File: src/source/ioFwdPkg.sv
// IO forwarding package with bus widths, FIFO depths, the read-miss constant and shared enums
package ioFwdPkg;

    // AHB address and data widths
    localparam int addrWidth = 32;
    localparam int dataWidth = 32;

    // Recorded reads waiting to be replayed
    localparam int replayDepth = 8;
    localparam int replayPtrWidth = $clog2(replayDepth);

    // Small on purpose so that a full log is easy to reach
    localparam int logDepth = 4;
    localparam int logPtrWidth = $clog2(logDepth);

    // Returned on a read that does not match the queue head
    localparam logic [dataWidth-1:0] invalidReadData = 32'hDEAD_BEEF;

    // Control FSM of the AHB side
    typedef enum logic [1:0] {
        busIdle  = 2'd0,
        busRead  = 2'd1,
        busWrite = 2'd2,
        busWait  = 2'd3
    } busState;

    // Commands on the host load port
    typedef enum logic [1:0] {
        loadPushRead = 2'd0,
        loadSetIrq   = 2'd1
    } loadOp;

endpackage
File: src/source/ioFwdTop.sv
// IO forwarding slave top level joining the AHB control, replay queue, load port and write log
module ioFwdTop (
    input  logic                            HCLK,
    input  logic                            arstN,
    input  logic                            HSEL,
    input  logic                            HREQUEST,
    input  logic [ioFwdPkg::addrWidth-1:0]  HADDR,
    input  logic                            HWRITE,
    input  logic [ioFwdPkg::dataWidth-1:0]  HWDATA,
    output logic [ioFwdPkg::dataWidth-1:0]  HRDATA,
    output logic                            HREADY,
    input  logic                            loadReq,
    input  ioFwdPkg::loadOp                 loadOp,
    input  logic [ioFwdPkg::addrWidth-1:0]  loadAddr,
    input  logic [ioFwdPkg::dataWidth-1:0]  loadData,
    output logic                            loadAck,
    input  logic                            drainReq,
    output logic                            drainAck,
    output logic [ioFwdPkg::addrWidth-1:0]  drainAddr,
    output logic [ioFwdPkg::dataWidth-1:0]  drainData,
    output logic                            drainValid,
    output logic                            irq,
    output logic                            fiq,
    output logic                            readMiss
);
    import ioFwdPkg::*;

    logic [addrWidth-1:0] phaseAddr;
    logic                 readPhase;
    logic                 popHit;
    logic                 logPush;
    logic                 headHit;
    logic                 queueFull;
    logic                 logFull;
    logic                 pushEn;
    logic [addrWidth-1:0] pushAddr;
    logic [dataWidth-1:0] pushData;

    ahbIoCtrl ctrl (
        .HCLK, .arstN, .HSEL, .HREQUEST, .HWRITE, .HADDR, .headHit, .logFull,
        .HREADY, .phaseAddr, .readPhase, .popHit, .logPush, .readMiss
    );

    readReplayQueue replay (
        .HCLK, .arstN, .pushEn, .pushAddr, .pushData, .popHit, .phaseAddr,
        .readPhase, .headHit, .queueFull, .queueEmpty(), .HRDATA
    );

    hostLoadPort loadPort (
        .HCLK, .arstN, .loadReq, .loadOp, .loadAddr, .loadData, .queueFull,
        .loadAck, .pushEn, .pushAddr, .pushData, .irq, .fiq
    );

    writeLog wrLog (
        .HCLK, .arstN, .logPush, .phaseAddr, .HWDATA, .drainReq,
        .logFull, .drainAck, .drainAddr, .drainData, .drainValid
    );

endmodule

File: src/source/writeLog.sv
// Write log FIFO of captured AHB writes, drained by the host over a four-phase port
module writeLog (
    input  logic                            HCLK,
    input  logic                            arstN,
    input  logic                            logPush,
    input  logic [ioFwdPkg::addrWidth-1:0]  phaseAddr,
    input  logic [ioFwdPkg::dataWidth-1:0]  HWDATA,
    input  logic                            drainReq,
    output logic                            logFull,
    output logic                            drainAck,
    output logic [ioFwdPkg::addrWidth-1:0]  drainAddr,
    output logic [ioFwdPkg::dataWidth-1:0]  drainData,
    output logic                            drainValid
);
    import ioFwdPkg::*;

    logic [addrWidth-1:0]  addrMem [logDepth];
    logic [dataWidth-1:0]  dataMem [logDepth];
    logic [logPtrWidth:0]  wrPtr;
    logic [logPtrWidth:0]  rdPtr;
    logic                  logEmpty;
    logic                  reqSync;
    logic                  fire;

    assign logEmpty = (wrPtr == rdPtr);
    assign logFull  = (wrPtr[logPtrWidth] != rdPtr[logPtrWidth]) &&
                      (wrPtr[logPtrWidth-1:0] == rdPtr[logPtrWidth-1:0]);

    // One pop per request, even when the log is empty
    assign fire = reqSync && !drainAck;

    always_ff @(posedge HCLK) begin
        if (logPush) begin
            addrMem[wrPtr[logPtrWidth-1:0]] <= phaseAddr;
            dataMem[wrPtr[logPtrWidth-1:0]] <= HWDATA;
        end
        if (fire && !logEmpty) begin
            drainAddr <= addrMem[rdPtr[logPtrWidth-1:0]];
            drainData <= dataMem[rdPtr[logPtrWidth-1:0]];
        end
    end

    always_ff @(posedge HCLK or negedge arstN) begin
        if (!arstN) begin
            wrPtr      <= '0;
            rdPtr      <= '0;
            reqSync    <= 1'b0;
            drainAck   <= 1'b0;
            drainValid <= 1'b0;
        end else begin
            reqSync <= drainReq;
            if (logPush) begin
                wrPtr <= wrPtr + 1'b1;
            end
            if (fire) begin
                drainAck   <= 1'b1;
                drainValid <= !logEmpty;
                if (!logEmpty) begin
                    rdPtr <= rdPtr + 1'b1;
                end
            end else if (!reqSync) begin
                drainAck <= 1'b0;
            end
        end
    end

endmodule

File: src/source/hostLoadPort.sv
// Four-phase host load port that pushes read records or sets the interrupt lines
module hostLoadPort (
    input  logic                            HCLK,
    input  logic                            arstN,
    input  logic                            loadReq,
    input  ioFwdPkg::loadOp                 loadOp,
    input  logic [ioFwdPkg::addrWidth-1:0]  loadAddr,
    input  logic [ioFwdPkg::dataWidth-1:0]  loadData,
    input  logic                            queueFull,
    output logic                            loadAck,
    output logic                            pushEn,
    output logic [ioFwdPkg::addrWidth-1:0]  pushAddr,
    output logic [ioFwdPkg::dataWidth-1:0]  pushData,
    output logic                            irq,
    output logic                            fiq
);
    import ioFwdPkg::*;

    logic reqSync;
    logic blocked;
    logic fire;

    // A push has to wait for room in the queue
    assign blocked = (loadOp == loadPushRead) && queueFull;

    // New request is one that is high but not yet acknowledged
    assign fire = reqSync && !loadAck && !blocked;

    assign pushEn   = fire && (loadOp == loadPushRead);
    assign pushAddr = loadAddr;
    assign pushData = loadData;

    always_ff @(posedge HCLK or negedge arstN) begin
        if (!arstN) begin
            reqSync <= 1'b0;
            loadAck <= 1'b0;
            irq     <= 1'b0;
            fiq     <= 1'b0;
        end else begin
            reqSync <= loadReq;
            if (fire) begin
                loadAck <= 1'b1;
            end else if (!reqSync) begin
                // Return to zero once the host drops its request
                loadAck <= 1'b0;
            end
            if (fire && (loadOp == loadSetIrq)) begin
                irq <= loadData[0];
                fiq <= loadData[1];
            end
        end
    end

    // Never push into a full queue
    pushHasRoom: assert property (
        @(posedge HCLK) disable iff (!arstN)
        pushEn |-> !queueFull
    );

endmodule

File: src/source/readReplayQueue.sv
// Replay queue of recorded IO reads, compared against the data-phase address
module readReplayQueue (
    input  logic                            HCLK,
    input  logic                            arstN,
    input  logic                            pushEn,
    input  logic [ioFwdPkg::addrWidth-1:0]  pushAddr,
    input  logic [ioFwdPkg::dataWidth-1:0]  pushData,
    input  logic                            popHit,
    input  logic [ioFwdPkg::addrWidth-1:0]  phaseAddr,
    input  logic                            readPhase,
    output logic                            headHit,
    output logic                            queueFull,
    output logic                            queueEmpty,
    output logic [ioFwdPkg::dataWidth-1:0]  HRDATA
);
    import ioFwdPkg::*;

    logic [addrWidth-1:0]    addrMem [replayDepth];
    logic [dataWidth-1:0]    dataMem [replayDepth];
    logic [replayPtrWidth:0] wrPtr;
    logic [replayPtrWidth:0] rdPtr;
    logic [addrWidth-1:0]    headAddr;
    logic [dataWidth-1:0]    headData;

    // Extra pointer bit tells full from empty
    assign queueEmpty = (wrPtr == rdPtr);
    assign queueFull  = (wrPtr[replayPtrWidth] != rdPtr[replayPtrWidth]) &&
                        (wrPtr[replayPtrWidth-1:0] == rdPtr[replayPtrWidth-1:0]);

    assign headAddr = addrMem[rdPtr[replayPtrWidth-1:0]];
    assign headData = dataMem[rdPtr[replayPtrWidth-1:0]];

    assign headHit = !queueEmpty && (headAddr == phaseAddr);

    // Recorded value on a matching read, garbage marker otherwise
    assign HRDATA = (readPhase && headHit) ? headData : invalidReadData;

    always_ff @(posedge HCLK) begin
        if (pushEn) begin
            addrMem[wrPtr[replayPtrWidth-1:0]] <= pushAddr;
            dataMem[wrPtr[replayPtrWidth-1:0]] <= pushData;
        end
    end

    always_ff @(posedge HCLK or negedge arstN) begin
        if (!arstN) begin
            wrPtr <= '0;
            rdPtr <= '0;
        end else begin
            if (pushEn) begin
                wrPtr <= wrPtr + 1'b1;
            end
            if (popHit) begin
                rdPtr <= rdPtr + 1'b1;
            end
        end
    end

    // Control must only pop a head that exists
    noPopWhenEmpty: assert property (
        @(posedge HCLK) disable iff (!arstN)
        popHit |-> !queueEmpty
    );

endmodule

File: src/source/ahbIoCtrl.sv
// AHB-Lite control FSM that sequences address and data phases and issues pop and log strobes
module ahbIoCtrl (
    input  logic                            HCLK,
    input  logic                            arstN,
    input  logic                            HSEL,
    input  logic                            HREQUEST,
    input  logic                            HWRITE,
    input  logic [ioFwdPkg::addrWidth-1:0]  HADDR,
    input  logic                            headHit,
    input  logic                            logFull,
    output logic                            HREADY,
    output logic [ioFwdPkg::addrWidth-1:0]  phaseAddr,
    output logic                            readPhase,
    output logic                            popHit,
    output logic                            logPush,
    output logic                            readMiss
);
    import ioFwdPkg::*;

    busState state;
    busState nextState;
    logic    writePhase;
    logic    addrPhase;

    assign readPhase  = (state == busRead);
    assign writePhase = (state == busWrite) || (state == busWait);

    // Only a write stuck behind a full log stretches its data phase
    assign HREADY = !(writePhase && logFull);

    // Address phase is accepted on the same edge that ends the current data phase
    assign addrPhase = HSEL && HREQUEST && HREADY;

    assign popHit  = readPhase && headHit;
    assign logPush = writePhase && !logFull;

    always_comb begin
        if (!HREADY) begin
            nextState = busWait;
        end else if (addrPhase) begin
            nextState = HWRITE ? busWrite : busRead;
        end else begin
            nextState = busIdle;
        end
    end

    always_ff @(posedge HCLK or negedge arstN) begin
        if (!arstN) begin
            state <= busIdle;
        end else begin
            state <= nextState;
        end
    end

    // Data phase address, held through a stalled write
    always_ff @(posedge HCLK) begin
        if (addrPhase) begin
            phaseAddr <= HADDR;
        end
    end

    // Sticky until reset
    always_ff @(posedge HCLK or negedge arstN) begin
        if (!arstN) begin
            readMiss <= 1'b0;
        end else if (readPhase && !headHit) begin
            readMiss <= 1'b1;
        end
    end

    // A data phase is either a read or a write, never both
    noPopAndPush: assert property (
        @(posedge HCLK) disable iff (!arstN)
        !(popHit && logPush)
    );

    // Idle bus never stalls the master
    idleReady: assert property (
        @(posedge HCLK) disable iff (!arstN)
        (state == busIdle) |-> HREADY
    );

endmodule

File: config.mk
export PLATFORM = sky130hd
export DESIGN_NAME = ioFwdTop
export DESIGN_NICKNAME = d
export VERILOG_FILES = /design/src/source/ioFwdPkg.sv /design/src/source/ioFwdTop.sv /design/src/source/writeLog.sv /design/src/source/hostLoadPort.sv /design/src/source/readReplayQueue.sv /design/src/source/ahbIoCtrl.sv
export SDC_FILE = /design/constraint.sdc
export NUM_CORES = 1
export LEC_CHECK = 0
export ABC_AREA = 0
export BUFFER_PORTS_ARGS = -buffer_cell sky130_fd_sc_hd__clkbuf_2
export CORE_ASPECT_RATIO = 0.7
export CORE_UTILIZATION = 67
export CTS_BUF_LIST = sky130_fd_sc_hd__clkbuf_4 sky130_fd_sc_hd__clkbuf_8
export CTS_CLUSTER_SIZE = 12
export DETAILED_ROUTE_END_ITERATION = 12
export PLACE_DENSITY = 0.85
export SETUP_SLACK_MARGIN = 0.02
export SYNTH_ARGS = -nofsm -noshare
export SYNTH_HDL_FRONTEND = slang
export SYNTH_SLANG_ARGS = --single-unit
File: constraint.sdc
create_clock -name HCLK -period 15.5 [get_ports HCLK]
set_clock_uncertainty 0.1 [all_clocks]
set_input_delay 3.1 -clock HCLK [delete_from_list [all_inputs] [get_ports HCLK]]
set_output_delay 3.1 -clock HCLK [all_outputs]
set_load 0.03 [all_outputs]
# After elaboration in Yosys (flattened, before gate mapping)
# Memories as Yosys holds them, arrays and structs flattened. A register that Yosys moved wholly into a read port is not among the register bits.
# Cells that the tools add are included.
[word_totals]
output_inout_bits = 103
input_bits = 137
ramBits = 768
memories = 4
reg_bits = 56
[memory_table]
columns = ["memory", "words", "word_bits", "read_ports", "rd_ports_with_merged_regs", "write_ports", "line_no", "text"]
rows = [
  ["replay.addrMem", 8, 32, 1, 0, 1, "readReplayQueue.sv:18", "logic [addrWidth-1:0] addrMem [replayDepth];"],
  ["replay.dataMem", 8, 32, 1, 0, 1, "readReplayQueue.sv:19", "logic [dataWidth-1:0] dataMem [replayDepth];"],
  ["wrLog.addrMem", 4, 32, 1, 1, 1, "writeLog.sv:17", "logic [addrWidth-1:0] addrMem [logDepth];"],
  ["wrLog.dataMem", 4, 32, 1, 1, 1, "writeLog.sv:18", "logic [dataWidth-1:0] dataMem [logDepth];"],
]
[op_classes]
n_eq_ne = 13
muxes = 12
bitwise = 1
n_reduce_logical = 27
addsub = 4
[ops]
columns = ["operator", "n"]
rows = [
  ["32-bit equality test", 1],
  ["32-bit 2-to-1 mux", 1],
  ["1-bit logical AND", 16],
  ["4-bit by 1-bit adder with 4-bit output (second input constant)", 2],
  ["1-bit logical NOT", 8],
  ["1-bit 2-to-1 mux", 8],
  ["3-bit by 1-bit adder with 3-bit output (second input constant)", 2],
  ["3-bit equality test", 2],
  ["2-bit 2-to-1 mux", 3],
  ["2-bit by 1-bit equality test with 1-bit output (second input constant)", 2],
  ["2-bit equality test (second input constant)", 2],
  ["4-bit equality test", 1],
  ["2-bit != test (second input constant)", 2],
  ["2-bit equality test", 1],
  ["2-bit logical NOT", 1],
  ["1-bit != test", 2],
  ["2-bit AND reduction", 1],
  ["1-bit logical OR", 1],
  ["1-bit inverter", 1],
]

# Logic depth before layout (Yosys ltp)
# Gate-level depths: netlist of the first run.
[logic_depth]
ltp_word = 8
mapped_depth = 12
depth_no_buf = 8

# Modules after synthesis
# A second synthesis of the first run with hierarchy kept.
[unflattened]
cells_unflattened = 1474
area_unflattened_um2 = 33596.0
[modules_own_cells]
columns = ["module", "area_each_um2", "cells_each", "n_inst", "seq_area_each_um2"]
rows = [
  ["readReplayQueue", 20229.4, 916, 1, 15574.9],
  ["writeLog", 11634.9, 438, 1, 9834.4],
  ["ahbIoCtrl", 1094.8, 46, 1, 1036.0],
  ["hostLoadPort", 636.9, 74, 1, 100.1],
]

# Worst setup path before layout of the first run
# Ideal clock, no wire load.
[synth_timing]
path_kind = "input-to-reg"
start = "in loadOp[1]"
end = "mem replay.addrMem[0][0] (enable)"
required_ns = 14.835
cell_stages = 5
n_path_buf = 1
arrival_ns = 8.077
setup_slack_ns = 6.759
setup_ns = 0.565
cell_sequence = "nor3_1 and3_1 clkbuf_1 nand2b_1 nor3_1"
[synth_between]
elab_chain_len = 7
[synth_rtl]
columns = ["item", "line_no", "text"]
rows = [
  ["start, declared", "ioFwdTop.sv:13", "input ioFwdPkg::loadOp loadOp,"],
  ["2-bit logical NOT (*)", "hostLoadPort.sv:24, hostLoadPort.sv:29", ""],
  ["1-bit logical AND", "hostLoadPort.sv:24", "assign blocked = (loadOp == loadPushRead) && queueFull;"],
  ["1-bit logical NOT", "hostLoadPort.sv:27", "assign fire = reqSync && !loadAck && !blocked;"],
  ["1-bit logical AND", "hostLoadPort.sv:27", ""],
  ["1-bit logical AND (*)", "hostLoadPort.sv:29", "assign pushEn = fire && (loadOp == loadPushRead);"],
  ["1-bit 2-to-1 mux (*)", "readReplayQueue.sv:39", "if (pushEn) begin"],
  ["1-bit 2-to-1 mux (implied by the code) (*)", "readReplayQueue.sv:40", "addrMem[wrPtr[replayPtrWidth-1:0]] <= pushAddr;"],
  ["end, declared", "readReplayQueue.sv:18", ""],
]
# Mark *: on every way between the ends. The rest lies on a longest branch, timed or not.

# Worst setup path after layout of the first run
[layout_timing]
start = "reg replay.rdPtr[0]"
end = "out HRDATA[15] (netlist name)"
[layout_between]
elab_chain_len = 5
elab_cells_between_ends = 8
classes_between = "eq/ne (2); mux (1); reduce/logical (3); memory (2)"
[layout_rtl]
columns = ["item", "line_no", "text"]
rows = [
  ["start, declared", "readReplayQueue.sv:21", "logic [replayPtrWidth:0] rdPtr;"],
  ["start signal, assigned", "readReplayQueue.sv:54", "rdPtr <= rdPtr + 1'b1;"],
  ["memory read 8 x 32 bit or 4-bit equality test (tied branches)", "n/a", ""],
  ["32-bit equality test or 1-bit logical NOT (tied branches)", "readReplayQueue.sv:33", "assign headHit = !queueEmpty && (headAddr == phaseAddr);"],
  ["1-bit logical AND", "readReplayQueue.sv:33", ""],
  ["1-bit logical AND", "readReplayQueue.sv:36", "assign HRDATA = (readPhase && headHit) ? headData : invalidReadData;"],
  ["32-bit 2-to-1 mux (*)", "readReplayQueue.sv:36", ""],
  ["end, declared", "ioFwdTop.sv:10", "output logic [ioFwdPkg::dataWidth-1:0] HRDATA,"],
]
# Marked as above.

==> run_results.csv, run 1 <==
group,metric,value,unit
global_route,grt_max_degree,137,
place,gp_congestion,0.770,
floorplanning,coreArea,48200,sq um
floorplanning,initial_utilization,68.4,%
worst_setup_path,required,12.30,ns
sta,fin_crit_sh,62.2,%
sta,setup_viol,0,
synthesis,synth_cell_types,42,
sta,maxSlewViolCount,0,
power,worst_ir_drop_vdd,0.114,mV
synthesis,ys_warn_count,0,
worst_setup_path,worstSetupStartpointType,"flop",
worst_setup_path,path_cells,"buf_12 > mux4_2 > mux2i_1 > xor2_1 > nand3_1 > nor4_1 > nand4_1 > nor2_4 > nand2_1 > clkbuf_2",
cts,clock_sinks,888,
sta,rsz0062_at_grt,"false",
worst_setup_path,cp_max_fo,136,
finish,drive_gt1_share,34.7,%
power,power.leakage,12.1,nW
synthesis,syn_inst,1425,
drt,vias,15613,
synthesis,synth.top_cell.area_share,78.7,%
drt,drc,0,
worst_setup_path,crit_type,"reg2out",
cts,path_clk_slew,0.06,ns
synthesis,seq_area_frac_synth,80.6,%
sta,slew_headroom,23.7,%
floorplanning,chipWidth,267,um
sta,worst_hold_slack,0.288,ns
finish,areaGrowthSynthToFinish,13.2,%
worst_setup_path,crit_slowest_cell,"nor2_4",
synthesis,syn-num-nets,1569,
sta,setup_tns,0,ns
worst_setup_path,end_kind,"output pin",
drt,ant_nets,0,
cts,clk_latency,0.72,ns
cts,ctsResizeCount,0,
cts,root_buffer,"clkbuf_8",
cts,htreeDepth,3,
worst_setup_path,max_stage_delay,0.92,ns
global_route,grt_usage,27.2,%
min_path,min_path_type,"reg2reg",
synthesis,yosys.area.top_type,"edfxtp_1",
synthesis,avgSynthCellArea,23.1,sq um
finish,final_common_cell,"edfxtp_1",
cts,cts_made_buffers,119,
finish,nets,1892,
floorplanning,die_area,50100,sq um
sta,max_freq,104,MHz
sta,hold_viol_final,0,
finish,final_cell_mix,"edfxtp_1, clkbuf_2, mux4_2",
place,portBuffers,239,
synthesis,ys_ff_latch,888,
drt,viasPerCell,6.25,
floorplanning,top_level_ports,240,
drt,detail_route.wl_per_cell,26.5,um
global_route,antenna_found_initial,8,
cts,postCtsSetupRepairBufs,0,
power,finalPower,5.22,mW
sta,worstMarginPinSlew,1.14,ns
drt,drt_iter0_markers,1538,
global_route,first_global_vias,16153,
drt,totalWireLength,66300,um
synthesis,synth_area_leaders,"edfxtp_1, mux4_2, mux2i_1, dfrtp_1, xor2_1",
floorplanning,rows,67,
outcome,status,"completed",
cts,clk_path_buf_depth,3,
sta,period_minus_slack,9.63,ns
worst_setup_path,cp_data_arrival_time,6.43,ns
power,power.density,140,nW/um^2
place,dp_hpwl,38300,um
global_route,grt_pass1_wl,97800,um
cts,holdBufCountCts,0,
cts,cts_tree,"yes",
flow_run,drv_cap,0,
floorplanning,die_h,188,um
global_route,overflow,0,
synthesis,synth_area,33000,sq um
drt,first_pass_iters,5,
-- worst max-delay path: cells and delay by family (launching register included) --
family	cells	cell delay, ns
xor gates and xnor gates	1	0.22
buffers and inverters	2	0.94
DFF	1	0.79
muxes	2	0.84
and+or+nand+nor	5	2.69
-- layout make-up --
type | instances | area, sq um
sequential | 888 | 26600
fill | 2254 | 10900
multi-input combinational | 472 | 6180
clock buffer | 176 | 2130
timing repair buffer | 264 | 1400
tap | 655 | 820
clock inverter | 34 | 199
antenna | 6 | 15.0
inverter | 3 | 11.3
-- per-layer routing --
layer  wire [um]  up-vias  track usage [%]
li1            -     6604                -
met1       25400     8093             37.3
met2       34000      796             44.1
met3        5430      114             6.64
met4        1420        6             8.60
met5          40        -                0
-- logic make-up after synthesis --
family / after synthesis / share of synthesized area [%]
XOR/XNOR: 39 / 1.04
adder cells (fa/ha/maj): 7 / 0.266
multiplexers: 276 / 14.6
flip-flops: 888 / 80.6
buffers and inverters: 65 / 0.942
AND/OR/NAND/NOR: 99 / 1.48
AO/OA/AOI/OAI: 51 / 1.16
-- through the flow --
step                area, sq um  utilization (%)  cells  setup slack [ns]
floorplan                 33000                -   1425              6.76
finish                    37300             77.4   2498              5.87
global placement          35000             72.5   2282              6.97
CTS                       37300             77.4   2492              5.93
global route              37300             77.4   2496              5.55
detailed placement        35000             72.5   2282              6.71
-- path summary, 6_finish.rpt --
path                            startpoint               to  slack, ns  cells after the start
setup / recovery           replay.rdPtr[0]       HRDATA[15]       5.87                     10
hold / removal               wrLog.reqSync   wrLog.drainAck       0.29                      0
setup reg to reg           replay.rdPtr[0]  replay.rdPtr[1]       9.57                      9
hold reg to reg              wrLog.reqSync   wrLog.drainAck       0.29                      0
max in group asynchronous            arstN  replay.rdPtr[2]      12.37                      1
min in group asynchronous            arstN  replay.wrPtr[1]       2.35                      1
-- sequential cells by signal (all words and copies together) (netlist names), 2 cells and up --
signal	cells
ctrl.phaseAddr	32
ctrl.state	2
replay.addrMem	256
replay.dataMem	256
replay.rdPtr	4
replay.wrPtr	4
wrLog.addrMem	128
wrLog.dataMem	128
wrLog.drainAddr	32
wrLog.drainData	32
wrLog.rdPtr	3
wrLog.wrPtr	3
-- report_power, final --
part	switching, mW	internal, mW	leakage [nW]
Combinational	0.365	0.240	2.73
Sequential	0.0799	2.82	8.10
Clock	0.804	0.908	1.24
-- cells in the mapped netlist --
cell type,instances
mux2_2,4
nand4_1,4
nand2_1,36
a21o_1,2
nor2b_1,3
clkbuf_1,23
buf_1,16
dfrtp_1,24
nor4_1,2
nor3_1,13
mux4_2,162
a22oi_1,13
a31oi_1,2
buf_2,14
o221ai_1,1
a21oi_1,6
mux2i_1,109
o22a_1,1
inv_1,3
and2_1,5
edfxtp_1,864
or3_1,3
nor2_1,10
a21boi_1,1
nand2b_1,5
nand3_1,7
buf_4,5
nor2_2,1
and4_1,2
a221oi_1,5
xor2_1,29
o41a_1,1
a22o_1,11
ha_1,7
nor2_4,1
buf_6,4
o221a_2,1
o2111ai_1,1
o21ai_0,6
and3_1,7
xnor2_1,10
mux2_1,1
Note: power is estimated with default switching activity, not from simulation.
==> run 2: changes to the inputs <==
- CORE_UTILIZATION: 67 -> 62
- PLACE_DENSITY: 0.85 -> 0.8
- clock period: 15.5 -> 9.4 ns (I/O delays scaled with it)
==> run_results.csv, run 2 (synthesis gave the netlist of run 1 again) <==
group,metric,value,unit
min_path,min_path_type,"reg2reg",
global_route,top_usage_layer,"met2",
drt,ant_nets,0,
sta,fin_crit_sh,82.2,%
cts,root_buffer,"clkbuf_8",
finish,areaGrowthSynthToFinish,13.7,%
worst_setup_path,end_kind,"output pin",
floorplanning,initial_utilization,62.9,%
global_route,met2_usage,39.0,%
sta,rsz0062_at_grt,"false",
sta,hold_viol_final,0,
sta,setup_tns,0,ns
drt,vias,15337,
outcome,status,"completed",
worst_setup_path,cp_max_fo,69,
cts,clk_path_buf_depth,3,
floorplanning,chipWidth,278,um
finish,design_area,37500,sq um
drt,viasPerCell,6.04,
sta,setup_ws,1.67,ns
place,dp_hpwl,37800,um
drt,drc,0,
floorplanning,rows,70,
power,power.density,232,nW/um^2
drt,totalWireLength,64600,um
global_route,grt_max_degree,76,
sta,maxSlewViolCount,0,
worst_setup_path,r2r_setup_slack,4.17,ns
worst_setup_path,r2r_start,"replay.rdPtr[1]",
worst_setup_path,crit_start,"replay.rdPtr[1]",
global_route,use_met1,33.6,%
floorplanning,die_area,54100,sq um
sta,slew_headroom,29.1,%
sta,setup_viol,0,
finish,final_common_cell,"edfxtp_1",
cts,cts_made_buffers,119,
drt,first_pass_iters,5,
floorplanning,coreArea,52400,sq um
power,worst_ir_drop_vdd,0.184,mV
place,pre_cts_slack,2.44,ns
drt,drt_iter0_markers,1425,
global_route,first_global_vias,15975,
place,dpl_cell_area,35000,sq um
cts,path_clk_slew,0.07,ns
global_route,overflow,0,
power,power.leakage,12.1,nW
cts,clk_latency,0.75,ns
worst_setup_path,required,7.42,ns
worst_setup_path,crit_type,"reg2out",
cts,ctsResizeCount,0,
worst_setup_path,ff2ff_path_depth,9,
worst_setup_path,worstSetupStartpointType,"flop",
global_route,grt_usage,24.5,%
cts,htreeDepth,3,
finish,drive_gt1_share,34.9,%
worst_setup_path,crit_end,"HRDATA[13]",
place,portBuffers,239,
finish,nets,1893,
drt,detail_route.wl_per_cell,25.4,um
worst_setup_path,reg2reg_to,"replay.rdPtr[1]",
sta,period_minus_slack,7.73,ns
cts,clock_sinks,888,
global_route,antenna_found_initial,7,
cts,cts_tree,"yes",
cts,holdBufCountCts,0,
worst_setup_path,cp_data_arrival_time,5.75,ns
place,gp_congestion,0.780,
sta,worstMarginPinSlew,1.06,ns
global_route,use_met3,6.50,%
floorplanning,die_h,195,um
floorplanning,top_level_ports,240,
finish,utilization,71.5,%
finish,final_cell_mix,"edfxtp_1, clkbuf_2, mux4_2",
global_route,grt_pass1_wl,96700,um
sta,max_freq,129,MHz
flow_run,drv_cap,0,
cts,postCtsSetupRepairBufs,0,
## run 2: cell types whose count changed in the layout (fill, tap and decap cells not counted), sizes merged
| cell | previous run | this run |
|---|---|---|
| clkinvlp | 1 | 0 |
| buf | 25 | 26 |
| clkinv | 30 | 48 |
| inv | 4 | 9 |
| clkbuf | 415 | 405 |
| bufinv | 2 | 4 |
| diode | 6 | 5 |
## run 2: stage by stage
| step | std cells | hold slack, ns | power, mW |
|---|---|---|---|
| after floorplan | 1425 | 0.330 | 5.53 |
| after global placement | 2312 | 0.262 | 5.83 |
| after detailed placement | 2312 | 0.275 | 5.87 |
| after CTS | 2536 | 0.318 | 8.74 |
| after global routing | 2539 | 0.334 | 8.97 |
| final | 2541 | 0.327 | 8.68 |
## run 2: worst min-delay path by stage
stage                     cells after the start              to  slack (ns)     startpoint
after global placement                        0  wrLog.drainAck        0.26  wrLog.reqSync
final                                         0  wrLog.drainAck        0.33  wrLog.reqSync
after detailed placement                      0  wrLog.drainAck        0.28  wrLog.reqSync
after global routing                          0  wrLog.drainAck        0.33  wrLog.reqSync
after CTS                                     0  wrLog.drainAck        0.32  wrLog.reqSync
after floorplan                               1  wrLog.drainAck        0.33  wrLog.reqSync
## run 2: report_power, final
| part | leakage [nW] | internal (mW) | switching (mW) | total [mW] |
|---|---|---|---|---|
| clock | 1.30 | 1.52 | 1.39 | 2.90 |
| sequential | 8.10 | 4.66 | 0.125 | 4.78 |
| combinational | 2.73 | 0.395 | 0.598 | 0.993 |
## run 2: critical path: stages, from the launching register on
cell,delay (ns)
dfrtp_4,0.75
buf_4,0.90
mux4_2,0.43
mux2i_1,0.20
xor2_1,0.18
o2111ai_1,0.15
nor4_1,0.35
nand4_1,0.74
nor2_4,0.89
nand2_1,0.15
clkbuf_2,0.23
## run 2: cell type report
cell class | count | area (sq um)
clock inverters | 58 | 410
multi-input cells | 472 | 6180
well taps | 684 | 856
diodes | 5 | 12.5
repair buffers | 265 | 1400
flip-flops and latches | 888 | 26600
inverters | 3 | 11.3
clock buffers | 166 | 2020
fillers | 2908 | 14900
## run 2: routing by layer
layer	vias up	wire [um]
met5	-	35
met3	107	4920
met4	6	1480
met2	614	32300
met1	7978	25900
li1	6632	-
